File: src/isa_pkg.sv
// ****************************
// RV32I opcodes, ALU and LSU
// operations, field positions
// ****************************
package isa_pkg;

  // Instruction field positions
  localparam int OpcodeLsb   = 0;
  localparam int OpcodeWidth = 7;
  localparam int RdLsb       = 7;
  localparam int Funct3Lsb   = 12;
  localparam int Rs1Lsb      = 15;
  localparam int Rs2Lsb      = 20;
  localparam int AltBit      = 30;  // Selects SUB and SRA

  typedef enum logic [OpcodeWidth-1:0] {
    OPC_OP     = 7'b0110011,
    OPC_OP_IMM = 7'b0010011,
    OPC_LUI    = 7'b0110111,
    OPC_LOAD   = 7'b0000011,
    OPC_STORE  = 7'b0100011,
    OPC_SYSTEM = 7'b1110011
  } opcode_e;

  typedef enum logic [3:0] {
    ALU_ADD,
    ALU_SUB,
    ALU_AND,
    ALU_OR,
    ALU_XOR,
    ALU_SLL,
    ALU_SRL,
    ALU_SRA,
    ALU_SLT,
    ALU_SLTU,
    ALU_PASS_B  // LUI
  } alu_op_e;

  typedef enum logic [1:0] {
    LSU_NONE,
    LSU_LOAD,
    LSU_STORE
  } lsu_op_e;

endpackage : isa_pkg

File: src/core_pkg.sv
// ****************************
// Core widths, register count
// and reset defaults
// ****************************
package core_pkg;

  localparam int DataWidth    = 32;  // Register and bus width
  localparam int AddrWidth    = 32;
  localparam int NumRegs      = 32;
  localparam int RegAddrWidth = 5;

  // Default for the top level RESET_PC
  localparam logic [AddrWidth-1:0] ResetPcDefault = '0;

endpackage : core_pkg
File: src/pipe_ifs.sv
// ****************************
// ID/EX and EX/MEM pipeline
// interfaces
// ****************************
interface id_ex_if;
  logic                              valid;
  isa_pkg::alu_op_e                  alu_op;
  logic [core_pkg::DataWidth-1:0]    operand_a;
  logic [core_pkg::DataWidth-1:0]    operand_b;   // rs2 or immediate
  logic [core_pkg::DataWidth-1:0]    store_data;
  isa_pkg::lsu_op_e                  lsu_op;
  logic [core_pkg::RegAddrWidth-1:0] rd_addr;
  logic                              rd_we;
  logic                              halt;
  logic                              trap;

  modport producer(output valid, alu_op, operand_a, operand_b, store_data, lsu_op,
                   rd_addr, rd_we, halt, trap);
  modport consumer(input valid, alu_op, operand_a, operand_b, store_data, lsu_op,
                   rd_addr, rd_we, halt, trap);
endinterface : id_ex_if

interface ex_mem_if;
  logic                              valid;
  logic [core_pkg::DataWidth-1:0]    result;      // ALU value or access address
  logic [core_pkg::DataWidth-1:0]    store_data;
  isa_pkg::lsu_op_e                  lsu_op;
  logic [core_pkg::RegAddrWidth-1:0] rd_addr;
  logic                              rd_we;
  logic                              halt;
  logic                              trap;
  logic                              stall;       // Data access waiting

  modport producer(output valid, result, store_data, lsu_op, rd_addr, rd_we, halt, trap,
                   input stall);
  modport consumer(input valid, result, store_data, lsu_op, rd_addr, rd_we, halt, trap,
                   output stall);
  modport monitor(input valid, rd_addr, rd_we, stall);
endinterface : ex_mem_if

File: src/riscv_core.sv
// ****************************
// Four stage RV32I core top
// ****************************
module riscv_core #(
  parameter logic [core_pkg::AddrWidth-1:0] RESET_PC = core_pkg::ResetPcDefault
) (
  input  logic                           clk,
  input  logic                           rst_n,
  output logic                           o_imem_valid,
  output logic [core_pkg::AddrWidth-1:0] o_imem_addr,
  input  logic                           i_imem_ready,
  input  logic [core_pkg::DataWidth-1:0] i_imem_rdata,
  output logic                           o_dmem_valid,
  output logic                           o_dmem_we,
  output logic [core_pkg::AddrWidth-1:0] o_dmem_addr,
  output logic [core_pkg::DataWidth-1:0] o_dmem_wdata,
  input  logic                           i_dmem_ready,
  input  logic [core_pkg::DataWidth-1:0] i_dmem_rdata,
  output logic                           o_halted,
  output logic                           o_trap
);

  logic [core_pkg::DataWidth-1:0]    instr;        // IF/ID
  logic                              instr_valid;
  logic                              hold;         // Decode hold or data stall
  logic [core_pkg::RegAddrWidth-1:0] rs_addr [2];
  logic [core_pkg::DataWidth-1:0]    rs_data [2];
  logic                              wr_en;
  logic [core_pkg::RegAddrWidth-1:0] wr_addr;
  logic [core_pkg::DataWidth-1:0]    wr_data;

  id_ex_if  id_ex ();
  ex_mem_if ex_mem ();

  fetch_stage #(.RESET_PC(RESET_PC)) fetch_0 (
    .clk          (clk),
    .rst_n        (rst_n),
    .i_stall      (hold),
    .i_halted     (o_halted),
    .o_imem_valid (o_imem_valid),
    .o_imem_addr  (o_imem_addr),
    .i_imem_ready (i_imem_ready),
    .i_imem_rdata (i_imem_rdata),
    .o_instr      (instr),
    .o_instr_valid(instr_valid)
  );

  decode_stage decode_0 (
    .clk          (clk),
    .rst_n        (rst_n),
    .i_instr      (instr),
    .i_instr_valid(instr_valid),
    .o_rs_addr    (rs_addr),
    .i_rs_data    (rs_data),
    .id_ex        (id_ex),
    .ex_mem       (ex_mem),
    .o_hold       (hold)
  );

  reg_file #(
    .NUM_READ_PORTS(2),
    .NUM_REGS      (core_pkg::NumRegs)
  ) reg_file_0 (
    .clk      (clk),
    .rst_n    (rst_n),
    .i_rs_addr(rs_addr),
    .o_rs_data(rs_data),
    .i_wr_en  (wr_en),
    .i_wr_addr(wr_addr),
    .i_wr_data(wr_data)
  );

  execute_stage execute_0 (
    .clk   (clk),
    .rst_n (rst_n),
    .id_ex (id_ex),
    .ex_mem(ex_mem)
  );

  mem_wb_stage mem_wb_0 (
    .clk         (clk),
    .rst_n       (rst_n),
    .ex_mem      (ex_mem),
    .o_dmem_valid(o_dmem_valid),
    .o_dmem_we   (o_dmem_we),
    .o_dmem_addr (o_dmem_addr),
    .o_dmem_wdata(o_dmem_wdata),
    .i_dmem_ready(i_dmem_ready),
    .i_dmem_rdata(i_dmem_rdata),
    .o_wr_en     (wr_en),
    .o_wr_addr   (wr_addr),
    .o_wr_data   (wr_data),
    .o_halted    (o_halted),
    .o_trap      (o_trap)
  );

endmodule : riscv_core

File: src/mem_wb_stage.sv
// ****************************
// Data access, writeback and
// halt/trap status
// ****************************
module mem_wb_stage (
  input  logic                              clk,
  input  logic                              rst_n,
  ex_mem_if.consumer                        ex_mem,
  output logic                              o_dmem_valid,
  output logic                              o_dmem_we,
  output logic [core_pkg::AddrWidth-1:0]    o_dmem_addr,
  output logic [core_pkg::DataWidth-1:0]    o_dmem_wdata,
  input  logic                              i_dmem_ready,
  input  logic [core_pkg::DataWidth-1:0]    i_dmem_rdata,
  output logic                              o_wr_en,
  output logic [core_pkg::RegAddrWidth-1:0] o_wr_addr,
  output logic [core_pkg::DataWidth-1:0]    o_wr_data,
  output logic                              o_halted,
  output logic                              o_trap
);

  logic active;      // Entry here and core still running
  logic mem_access;
  logic is_load;

  assign active     = ex_mem.valid && !o_halted;
  assign mem_access = active && (ex_mem.lsu_op != isa_pkg::LSU_NONE);
  assign is_load    = (ex_mem.lsu_op == isa_pkg::LSU_LOAD);

  assign o_dmem_valid = mem_access;
  assign o_dmem_we    = (ex_mem.lsu_op == isa_pkg::LSU_STORE);
  assign o_dmem_addr  = ex_mem.result[core_pkg::AddrWidth-1:0];
  assign o_dmem_wdata = ex_mem.store_data;
  assign ex_mem.stall = mem_access && !i_dmem_ready;

  // Load data lands in the handshake cycle
  assign o_wr_en   = active && ex_mem.rd_we && !ex_mem.stall;
  assign o_wr_addr = ex_mem.rd_addr;
  assign o_wr_data = is_load ? i_dmem_rdata : ex_mem.result;

  always_ff @(posedge clk or negedge rst_n) begin
    if (!rst_n) begin
      o_halted <= 1'b0;
      o_trap   <= 1'b0;
    end else if (active && (ex_mem.halt || ex_mem.trap)) begin
      o_halted <= 1'b1;
      o_trap   <= ex_mem.trap;
    end
  end

  // Request held unchanged until ready
  a_dmem_stable : assert property (@(posedge clk) disable iff (!rst_n)
    o_dmem_valid && !i_dmem_ready |=> o_dmem_valid && $stable(o_dmem_addr) &&
      $stable(o_dmem_we) && $stable(o_dmem_wdata));

endmodule : mem_wb_stage

File: src/execute_stage.sv
// ****************************
// ALU and EX/MEM register
// ****************************
module execute_stage (
  input logic        clk,
  input logic        rst_n,
  id_ex_if.consumer  id_ex,
  ex_mem_if.producer ex_mem
);

  localparam int ShamtWidth = $clog2(core_pkg::DataWidth);

  logic [core_pkg::DataWidth-1:0] a;
  logic [core_pkg::DataWidth-1:0] b;
  logic [ShamtWidth-1:0]          shamt;
  logic [core_pkg::DataWidth-1:0] result;

  assign a     = id_ex.operand_a;
  assign b     = id_ex.operand_b;
  assign shamt = b[ShamtWidth-1:0];

  always_comb begin
    unique case (id_ex.alu_op)
      isa_pkg::ALU_ADD:  result = a + b;
      isa_pkg::ALU_SUB:  result = a - b;
      isa_pkg::ALU_AND:  result = a & b;
      isa_pkg::ALU_OR:   result = a | b;
      isa_pkg::ALU_XOR:  result = a ^ b;
      isa_pkg::ALU_SLL:  result = a << shamt;
      isa_pkg::ALU_SRL:  result = a >> shamt;
      isa_pkg::ALU_SRA:  result = core_pkg::DataWidth'($signed(a) >>> shamt);
      isa_pkg::ALU_SLT:  result = core_pkg::DataWidth'($signed(a) < $signed(b));
      isa_pkg::ALU_SLTU: result = core_pkg::DataWidth'(a < b);
      default:           result = b;  // LUI immediate
    endcase
  end

  always_ff @(posedge clk or negedge rst_n) begin
    if (!rst_n) begin
      ex_mem.valid <= 1'b0;
    end else if (!ex_mem.stall) begin
      ex_mem.valid <= id_ex.valid;
    end
  end

  always_ff @(posedge clk) begin
    if (!ex_mem.stall) begin
      ex_mem.result     <= result;
      ex_mem.store_data <= id_ex.store_data;
      ex_mem.lsu_op     <= id_ex.lsu_op;
      ex_mem.rd_addr    <= id_ex.rd_addr;
      ex_mem.rd_we      <= id_ex.rd_we;
      ex_mem.halt       <= id_ex.halt;
      ex_mem.trap       <= id_ex.trap;
    end
  end

endmodule : execute_stage

File: src/reg_file.sv
// ****************************
// Register file with write
// before read bypass
// ****************************
module reg_file #(
  parameter  int NUM_READ_PORTS = 2,
  parameter  int NUM_REGS       = 32,
  localparam int RegAddrW       = $clog2(NUM_REGS)
) (
  input  logic                           clk,
  input  logic                           rst_n,
  input  logic [RegAddrW-1:0]            i_rs_addr [NUM_READ_PORTS],
  output logic [core_pkg::DataWidth-1:0] o_rs_data [NUM_READ_PORTS],
  input  logic                           i_wr_en,
  input  logic [RegAddrW-1:0]            i_wr_addr,
  input  logic [core_pkg::DataWidth-1:0] i_wr_data
);

  logic [core_pkg::DataWidth-1:0] regs [NUM_REGS];

  always_ff @(posedge clk or negedge rst_n) begin
    if (!rst_n) begin
      regs <= '{default: '0};
    end else if (i_wr_en && i_wr_addr != '0) begin
      regs[i_wr_addr] <= i_wr_data;
    end
  end

  always_comb begin
    for (int p = 0; p < NUM_READ_PORTS; p++) begin
      if (i_rs_addr[p] == '0) o_rs_data[p] = '0;  // x0 is hardwired
      else if (i_wr_en && i_wr_addr == i_rs_addr[p]) o_rs_data[p] = i_wr_data;
      else o_rs_data[p] = regs[i_rs_addr[p]];
    end
  end

endmodule : reg_file

File: src/decode_stage.sv
// ****************************
// Instruction decode, hazard
// stall and ID/EX register
// ****************************
module decode_stage (
  input  logic                              clk,
  input  logic                              rst_n,
  input  logic [core_pkg::DataWidth-1:0]    i_instr,
  input  logic                              i_instr_valid,
  output logic [core_pkg::RegAddrWidth-1:0] o_rs_addr [2],
  input  logic [core_pkg::DataWidth-1:0]    i_rs_data [2],
  id_ex_if.producer                         id_ex,
  ex_mem_if.monitor                         ex_mem,
  output logic                              o_hold
);

  isa_pkg::opcode_e                  opcode;
  logic [2:0]                        funct3;
  logic [core_pkg::RegAddrWidth-1:0] rd;
  logic [core_pkg::DataWidth-1:0]    imm_i;
  logic [core_pkg::DataWidth-1:0]    imm_s;
  logic [core_pkg::DataWidth-1:0]    imm_u;
  isa_pkg::alu_op_e                  alu_f;  // From funct3 and bit 30
  isa_pkg::alu_op_e                  alu_op;
  isa_pkg::lsu_op_e                  lsu_op;
  logic [core_pkg::DataWidth-1:0]    operand_b;
  logic [1:0]                        use_rs;
  logic                              rd_we;
  logic                              halt;
  logic                              trap;
  logic                              hazard;

  function automatic logic clash(input logic valid, input logic we,
                                 input logic [core_pkg::RegAddrWidth-1:0] rd_addr,
                                 input logic [core_pkg::RegAddrWidth-1:0] rs_addr);
    return valid && we && (rd_addr == rs_addr);
  endfunction

  assign opcode       = isa_pkg::opcode_e'(i_instr[isa_pkg::OpcodeLsb +: isa_pkg::OpcodeWidth]);
  assign funct3       = i_instr[isa_pkg::Funct3Lsb +: 3];
  assign rd           = i_instr[isa_pkg::RdLsb +: core_pkg::RegAddrWidth];
  assign o_rs_addr[0] = i_instr[isa_pkg::Rs1Lsb +: core_pkg::RegAddrWidth];
  assign o_rs_addr[1] = i_instr[isa_pkg::Rs2Lsb +: core_pkg::RegAddrWidth];

  assign imm_i = {{20{i_instr[31]}}, i_instr[31:20]};
  assign imm_s = {{20{i_instr[31]}}, i_instr[31:25], i_instr[11:7]};
  assign imm_u = {i_instr[31:12], 12'b0};

  always_comb begin
    unique case (funct3)
      3'b000: begin
        alu_f = (opcode == isa_pkg::OPC_OP && i_instr[isa_pkg::AltBit]) ? isa_pkg::ALU_SUB
                                                                       : isa_pkg::ALU_ADD;
      end
      3'b001: alu_f = isa_pkg::ALU_SLL;
      3'b010: alu_f = isa_pkg::ALU_SLT;
      3'b011: alu_f = isa_pkg::ALU_SLTU;
      3'b100: alu_f = isa_pkg::ALU_XOR;
      3'b101: alu_f = i_instr[isa_pkg::AltBit] ? isa_pkg::ALU_SRA : isa_pkg::ALU_SRL;
      3'b110: alu_f = isa_pkg::ALU_OR;
      default: alu_f = isa_pkg::ALU_AND;
    endcase
  end

  always_comb begin
    alu_op    = isa_pkg::ALU_ADD;  // Address add for loads and stores
    lsu_op    = isa_pkg::LSU_NONE;
    operand_b = imm_i;
    use_rs    = 2'b01;
    rd_we     = 1'b0;
    halt      = 1'b0;
    trap      = 1'b0;
    case (opcode)
      isa_pkg::OPC_OP: begin
        alu_op    = alu_f;
        operand_b = i_rs_data[1];
        use_rs    = 2'b11;
        rd_we     = 1'b1;
      end
      isa_pkg::OPC_OP_IMM: begin
        alu_op = alu_f;
        rd_we  = 1'b1;
      end
      isa_pkg::OPC_LUI: begin
        alu_op    = isa_pkg::ALU_PASS_B;
        operand_b = imm_u;
        use_rs    = 2'b00;
        rd_we     = 1'b1;
      end
      isa_pkg::OPC_LOAD: begin
        lsu_op = isa_pkg::LSU_LOAD;
        rd_we  = 1'b1;
      end
      isa_pkg::OPC_STORE: begin
        lsu_op    = isa_pkg::LSU_STORE;
        operand_b = imm_s;
        use_rs    = 2'b11;
      end
      isa_pkg::OPC_SYSTEM: begin
        use_rs = 2'b00;
        halt   = (i_instr[31:isa_pkg::RdLsb] == '0);  // ECALL only
        trap   = !halt;
      end
      default: begin
        use_rs = 2'b00;
        trap   = 1'b1;
      end
    endcase
  end

  // Source still being produced in EX or MEM
  always_comb begin
    hazard = 1'b0;
    for (int i = 0; i < 2; i++) begin
      hazard |= use_rs[i] && (clash(id_ex.valid, id_ex.rd_we, id_ex.rd_addr, o_rs_addr[i]) ||
                              clash(ex_mem.valid, ex_mem.rd_we, ex_mem.rd_addr, o_rs_addr[i]));
    end
    hazard &= i_instr_valid;
  end

  assign o_hold = hazard || ex_mem.stall;

  always_ff @(posedge clk or negedge rst_n) begin
    if (!rst_n) begin
      id_ex.valid <= 1'b0;
    end else if (!ex_mem.stall) begin
      id_ex.valid <= i_instr_valid && !hazard;  // Bubble on hazard
    end
  end

  always_ff @(posedge clk) begin
    if (!ex_mem.stall) begin
      id_ex.alu_op     <= alu_op;
      id_ex.operand_a  <= i_rs_data[0];
      id_ex.operand_b  <= operand_b;
      id_ex.store_data <= i_rs_data[1];
      id_ex.lsu_op     <= lsu_op;
      id_ex.rd_addr    <= rd;
      id_ex.rd_we      <= rd_we && (rd != '0);
      id_ex.halt       <= halt;
      id_ex.trap       <= trap;
    end
  end

  // A held instruction stays in IF/ID
  a_hold_keeps_instr : assert property (@(posedge clk) disable iff (!rst_n)
    o_hold && i_instr_valid |=> i_instr_valid && $stable(i_instr));

endmodule : decode_stage

File: src/fetch_stage.sv
// ****************************
// PC, instruction fetch request
// and IF/ID register
// ****************************
module fetch_stage #(
  parameter logic [core_pkg::AddrWidth-1:0] RESET_PC = core_pkg::ResetPcDefault
) (
  input  logic                           clk,
  input  logic                           rst_n,
  input  logic                           i_stall,        // Decode hold or memory stall
  input  logic                           i_halted,
  output logic                           o_imem_valid,
  output logic [core_pkg::AddrWidth-1:0] o_imem_addr,
  input  logic                           i_imem_ready,
  input  logic [core_pkg::DataWidth-1:0] i_imem_rdata,
  output logic [core_pkg::DataWidth-1:0] o_instr,
  output logic                           o_instr_valid
);

  logic [core_pkg::AddrWidth-1:0] pc_q;
  logic req_open_q;  // Request raised, no ready yet
  logic run_q;       // Low while in reset
  logic can_accept;
  logic handshake;

  // IF/ID is empty or drains this cycle
  assign can_accept   = !o_instr_valid || !i_stall;
  assign o_imem_valid = req_open_q || (run_q && !i_halted && can_accept);
  assign o_imem_addr  = pc_q;
  assign handshake    = o_imem_valid && i_imem_ready;

  always_ff @(posedge clk or negedge rst_n) begin
    if (!rst_n) begin
      pc_q          <= RESET_PC;
      req_open_q    <= 1'b0;
      run_q         <= 1'b0;
      o_instr_valid <= 1'b0;
    end else begin
      run_q      <= 1'b1;
      req_open_q <= o_imem_valid && !i_imem_ready;
      if (handshake) begin
        pc_q          <= pc_q + core_pkg::AddrWidth'(4);
        o_instr_valid <= 1'b1;
      end else if (!i_stall) begin
        o_instr_valid <= 1'b0;  // Consumed by decode
      end
    end
  end

  always_ff @(posedge clk) begin
    if (handshake) o_instr <= i_imem_rdata;
  end

  // An open request keeps its address until ready
  a_imem_stable : assert property (@(posedge clk) disable iff (!rst_n)
    o_imem_valid && !i_imem_ready |=> o_imem_valid && $stable(o_imem_addr));

endmodule : fetch_stage

File: config.mk
export PLATFORM = sky130hd
export DESIGN_NAME = riscv_core
export DESIGN_NICKNAME = d
export VERILOG_FILES = /design/src/isa_pkg.sv /design/src/core_pkg.sv /design/src/pipe_ifs.sv /design/src/riscv_core.sv /design/src/mem_wb_stage.sv /design/src/execute_stage.sv /design/src/reg_file.sv /design/src/decode_stage.sv /design/src/fetch_stage.sv
export SDC_FILE = /design/constraint.sdc
export NUM_CORES = 2
export LEC_CHECK = 0
export BUFFER_PORTS_ARGS = -buffer_cell sky130_fd_sc_hd__buf_2
export CAP_MARGIN = 5
export CORE_AREA = 2 2 368 370
export DETAILED_ROUTE_END_ITERATION = 7
export DIE_AREA = 0 0 370 372
export PLACE_DENSITY_LB_ADDON = 0.05
export SYNTH_ARGS = -nofsm -noshare
export SYNTH_HDL_FRONTEND = slang
export SYNTH_SLANG_ARGS = --single-unit
File: constraint.sdc
create_clock -name clk -period 6.5 [get_ports clk]
set_input_delay 1.3 -clock clk [delete_from_list [all_inputs] [get_ports clk]]
set_output_delay 1.3 -clock clk [all_outputs]
set_load 0.01 [all_outputs]
Word level (Yosys, flattened, before mapping) --
Index checks and enable logic that the tools add are counted. Widths: inputs -> output; s select.
Word-level totals: register bits after elaboration 1279, bits of input ports 68
Operators by class: $add $sub $neg 3, $lt $le $gt $ge 6, equality and inequality tests 28, shift-type cells 3, mux-type cells 25, bitwise logic cells 8, reductions and logical operators 52
Operators by type and width (number):
- $bwmux 1024 | 1
- $bmux 32 s5 | 2
- $pmux 32 s10 | 1
- $mux 32 | 9
- $demux 32 s5 | 1
- $pmux 32 s3 | 1
- $lt 32x32->1 | 2
- $add 32x3->32 const B | 1
- $add 32x32->32 | 1
- $and 32x32->32 | 1
- $or 32x32->32 | 1
- $shl 32x5->32 | 1
- $shr 32x5->32 | 1
- $sshr 32x5->32 | 1
- $sub 32x32->32 | 1
- $xor 32x32->32 | 1
- $pmux 4 s7 | 1
- $logic_and 1x1->1 | 25
- $logic_not 25->1 | 1
- $eq 7x6->1 const B | 3
- $eq 5x5->1 | 4
- $ge 6x6->1 const B | 3
- $not 5->6 | 3
- $eq 4x3->1 const B | 4
- other kinds (29) | 55

Longest topological paths before layout --
depth after elaboration 13, gate-level depth with buffers 15, depth with buffers taken out 14

Modules after synthesis --
A second synthesis with hierarchy kept.
Second synthesis, totals: cell total of the unflattened synthesis 5635, area total of the unflattened synthesis 73897.1 µm²
By module, submodules not included:
- reg_file | times used 1, cells each 3681, area each 55021.5 µm²
- execute_stage | times used 1, cells each 1423, area each 10845.4 µm²
- decode_stage | times used 1, cells each 243, area each 4347.9 µm²
- fetch_stage | times used 1, cells each 169, area each 2487.4 µm²
- mem_wb_stage | times used 1, cells each 119, area each 1194.9 µm²

Least setup slack after synthesis --
OpenSTA, ideal clock, no wires.
kind input -> register, from input port i_dmem_ready, to register decode_0.id_ex.alu_op[0] (enable), library setup time 0.536 ns, data arrival time 4.964 ns, setup slack 1.000 ns, stages 2, cells stage by stage nor2_1 -> inv_1
Between the ends: longest elaborated chain between the ends 2
Ends and longest elaborated chain:
- start: declaration | RTL line riscv_core.sv:17 | input logic i_dmem_ready,
- $logic_not 1->1 | RTL line mem_wb_stage.sv:34 | assign ex_mem.stall = mem_access && !i_dmem_ready;
- $logic_and 1x1->1 | RTL line mem_wb_stage.sv:34
- end: declaration | RTL line pipe_ifs.sv:17 | modport producer(output valid, alu_op, operand_a, operand_b, store_data, lsu_op,
No other way between the ends. A chain may end at the register's enable or synchronous reset.

Worst setup path in the final report --
from register fetch_0.o_instr[21] (netlist bit), to output port o_imem_valid
Between the ends: longest elaborated chain between the ends 11, elaborated cells between the ends (all ways) 13, classes of those cells eq/ne (2); bitwise (2); reduce/logical (9)
Ends and longest elaborated chain:
- start: declaration | RTL line fetch_stage.sv:16 | output logic [core_pkg::DataWidth-1:0] o_instr,
- start signal: assignment | RTL line fetch_stage.sv:51 | if (handshake) o_instr <= i_imem_rdata;
- $eq 5x5->1 | RTL line decode_stage.sv:36 | return valid && we && (rd_addr == rs_addr);
- $logic_and 1x1->1 | RTL line decode_stage.sv:36
- $logic_or 1x1->1 * | RTL line decode_stage.sv:115 | hazard |= use_rs[i] && (clash(id_ex.valid, id_ex.rd_we, id_ex.rd_addr, o_rs_addr[i]) ||
- $logic_and 1x1->1 * | RTL line decode_stage.sv:115
- $or 1x1->1 * | RTL line decode_stage.sv:115
- $and 1x1->1 * | RTL line decode_stage.sv:118 | hazard &= i_instr_valid;
- $logic_or 1x1->1 * | RTL line decode_stage.sv:121 | assign o_hold = hazard || ex_mem.stall;
- $logic_not 1->1 * | RTL line fetch_stage.sv:27 | assign can_accept = !o_instr_valid || !i_stall;
- $logic_or 1x1->1 * | RTL line fetch_stage.sv:27
- $logic_and 1x1->1 * | RTL line fetch_stage.sv:28 | assign o_imem_valid = req_open_q || (run_q && !i_halted && can_accept);
- $logic_or 1x1->1 * | RTL line fetch_stage.sv:28
- end: declaration | RTL line riscv_core.sv:9 | output logic o_imem_valid,
Mark *: on every way between the ends. The rest lies on a longest branch, timed or not.

==> results.md <==
* CTS tree: built
* Reg2reg end: decode_0.id_ex.operand_b[3]
* Total stage count of the critical path at 9
* Post-CTS resize count at 0
* Die height at ~370 um
* Hold Path Class: flip-flop to flip-flop
* Logic gate share of total power at 0.065
* WP buf/inv at 2
* Syn Area/Cell at about 11 um^2
* DP HPWL at 154400 um
* Post-synth top flop: dfrtp_1
* Layout cell share with drive strength beyond 1 at 0.2176
* Clock Pin Slew Worst Setup and Hold Paths at approximately 60 ps
* Final-report hold violation count at 0
* Leak Pwr at approximately 34 nW
* CP max stage delay at 1040 ps
* Startpoint class of the critical path: flip-flop
* GPL Wtd Cong at around 1
* Switching share of power at 0.2469
* Hold buffer count at cts at 0
* Core Box Area at approximately 130000 um^2
* Sequential share of power at 0.467
* Port Buffers at between 150 and 200
* Ant diodes at 0
* Starting Density at 0.5233
* CTS sink cnt at between 1000 and 1500
* Fmax at just under 200 MHz
* P_sw at ~4.4 mW
* Top cell type's share of synthesized area at 0.3778
* Worst vdd ir at approximately 0.00026 V
* Delay-heaviest family, CP: flip-flops
* Commonest non-fill, non-tap cells in the layout: nor2_1, a21oi_1, dfrtp_1, mux4_2, edfxtp_1
* ANT nets after route at 0
* Gate Count Post-Synth at 6312
* Critical Path RT at ~5200 ps
* Clock Tree Root: clkbuf_16
* Final net count at 6327
* Via count at 52335
* Final hold slack at between 300 and 400 ps
* Most common cell after layout, fill and taps aside: nor2_1
* Postcts setup bufs at 0
* Most area-consuming cells after synthesis: dfrtp_1, mux4_2, edfxtp_1, a21oi_1, nor2_1
* Die span in x at 370 um
* Register-to-Register Setup Slack at approximately 1600 ps
* Avg WL per Cell at between 20 and 30 um
* Total GRT Usage at 0.3494
* Setup TNS at 0 ps
* Reg2Reg Depth at 9
* Num ports at roughly 170
* Final Util at 0.5806
* Most used cell, CP: a21oi_1
* Initial antenna violation count at 3
* Hold Crit Depth at 0
* Slew Limit Fails at 0
* Pin count of the biggest net entering global routing at about 170
* Slowest cell on crit path: edfxtp_1
* Worst R2R Start: fetch_0.o_instr[20]
* Number of synthesized flops with an enable pin at 216
* RSZ-0062 raised after global routing: false
* Setup CP Type: flip-flop to output port
* H-tree depth at 4
* Nature of the critical path endpoint: output port
* Yosys cell types at 79
* Mapped Area at approximately 70000 um^2
* Sequential fraction of the synthesis area at 0.4701
* Crit path DAT at 3760 ps
* Final Cycle Share at 0.7780
* Post-synth ARST share at 0.8309
* DR DRC count at 0
* Tmin final at 5057 ps
* CP Cell Sequence: xor2_1, nor3_1, nand3_1, a21oi_1, o21a_1, o21ai_1, a21oi_1, inv_1, buf_2
* Via-to-Cell Ratio at 6.498
* Min-Delay Startpoint: reg_file_0.regs[1013]
* FF+latch area at about 33000 um^2
* Die ar. at between 100000 and 150000 um^2
* Drt first pass iters at 8
* Total CTS buffers at between 100 and 150
* Power Density at between 200 and 250 nW/um^2
* Crit path launch: fetch_0.o_instr[21]
* Slew headroom at 0.1176
* Leading area contributor after synthesis: dfrtp_1
* Vias in the first global route at between 50000 and 60000
* Setup violators final at 0
* Max-cap violations at 0
* Clk_lat worst skew at between 800 and 900 ps
* First-pass GRT wire length at ~350000 um
* Wirelength, routed at 237800 um
* Area Overhead vs Synth at 10.95%
* Worst Path Max Fanout at 13
* Multi-input logic area at between 30000 and 40000 um^2
* WHS Endpoint: reg_file_0.regs[1013]
* Overflow after GRT at 0
* Clock Tree Buf Depth at 3
* Initial DRC count at approximately 6000
* Tot Pwr at 17.89 mW
* Status: completed
* Slew @ Worst Pin at around 1300 ps
* Pre-CTS setup slack at ~1500 ps
* Std cell rows at roughly 140
* Synth Register Bits at about 1300
* Clk pwr share at 0.467
* Skew final at between 40 and 50 ps
* Fillcell total at 11240
* Synthesis Warnings at 0
* Internal power at approximately 13 mW
* Final WS setup at 1443 ps
[how the worst max path moves through the flow]
stage,to
floorplan,decode_0.id_ex.alu_op[0]
global placement,decode_0.id_ex.operand_b[3]
detailed placement,decode_0.id_ex.operand_b[3]
CTS,o_imem_valid
global route,o_imem_valid
finish,o_imem_valid
[logic make-up after synthesis]
group           share of synthesized area
xor+xnor                         0.009098
other cells                     0.0001069
simple gates                      0.09686
compound gates                     0.1267
mux                                0.2394
flops                              0.4701
fa+ha+maj                         0.01802
buf+inv                           0.03971
[power by group through the flow]
stage / clock network [mW] / logic (mW) / registers [mW]
floorplan: 0 / 0.653 / 8.46
global placement: 0 / 1.17 / 8.50
detailed placement: 0 / 1.17 / 8.51
CTS: 8.47 / 1.17 / 8.36
global route: 8.80 / 1.26 / 8.37
finish: 8.36 / 1.17 / 8.36
[per-layer routing]
layer | routed length (um) | up-vias | GRT usage | share of wire
met4 | 11020 | 4 | 0.1483 | 0.046
li1 | - | 22816 | - | -
met2 | 110800 | 2264 | 0.5420 | 0.47
met5 | 32 | - | 0 | 0.00013
met3 | 18540 | 509 | 0.06511 | 0.078
met1 | 97450 | 26742 | 0.4874 | 0.41
[flip-flops by register name (all words and copies together), names as in the netlist, 2 cells and up]
register                     count
decode_0.id_ex.lsu_op            2
decode_0.id_ex.operand_b        32
fetch_0.o_imem_addr             30
decode_0.id_ex.operand_a        32
execute_0.ex_mem.result         32
decode_0.id_ex.alu_op            4
execute_0.ex_mem.store_data     32
decode_0.id_ex.rd_addr           5
reg_file_0.regs               1024
execute_0.ex_mem.rd_addr         5
decode_0.id_ex.store_data       32
fetch_0.o_instr                 32
execute_0.ex_mem.lsu_op          2
[cells in the mapped netlist (14+ instances only)]
master,count
ha_1,98
and3_1,21
a221oi_1,15
a221o_1,22
o211ai_1,24
nor3_1,53
nand3_1,47
nand2_1,162
xor2_1,31
edfxtp_1,216
mux2i_1,113
nand2b_1,26
inv_1,102
a21oi_1,1205
mux2_2,70
buf_1,66
o22ai_1,16
a31oi_1,16
clkbuf_1,508
a21o_1,23
dfrtp_1,1061
a211oi_1,31
o21bai_1,14
buf_2,43
xnor2_1,42
nand4_1,14
o21ai_0,134
nor2b_1,27
nor2_1,1275
mux4_2,661
[per-stage QoR]
stage                     instance area, um^2  cells
after floorplan                         70280   6313
after global placement                  73110   7794
after detailed placement                73110   7794
after CTS                               77970   8054
after global routing                    77970   8054
final                                   77970   8054
[final cells by class]
| type | count | share of cell area |
|---|---|---|
| Tap cell | 1781 | 0.02858 |
| Timing Repair Buffer | 319 | 0.02937 |
| Multi-Input combinational cell | 4309 | 0.4507 |
| Sequential cell | 1277 | 0.4237 |
| Clock buffer | 206 | 0.05387 |
| Clock inverter | 54 | 0.008441 |
| Inverter | 108 | 0.005296 |
(Power assumes the default switching activity.)
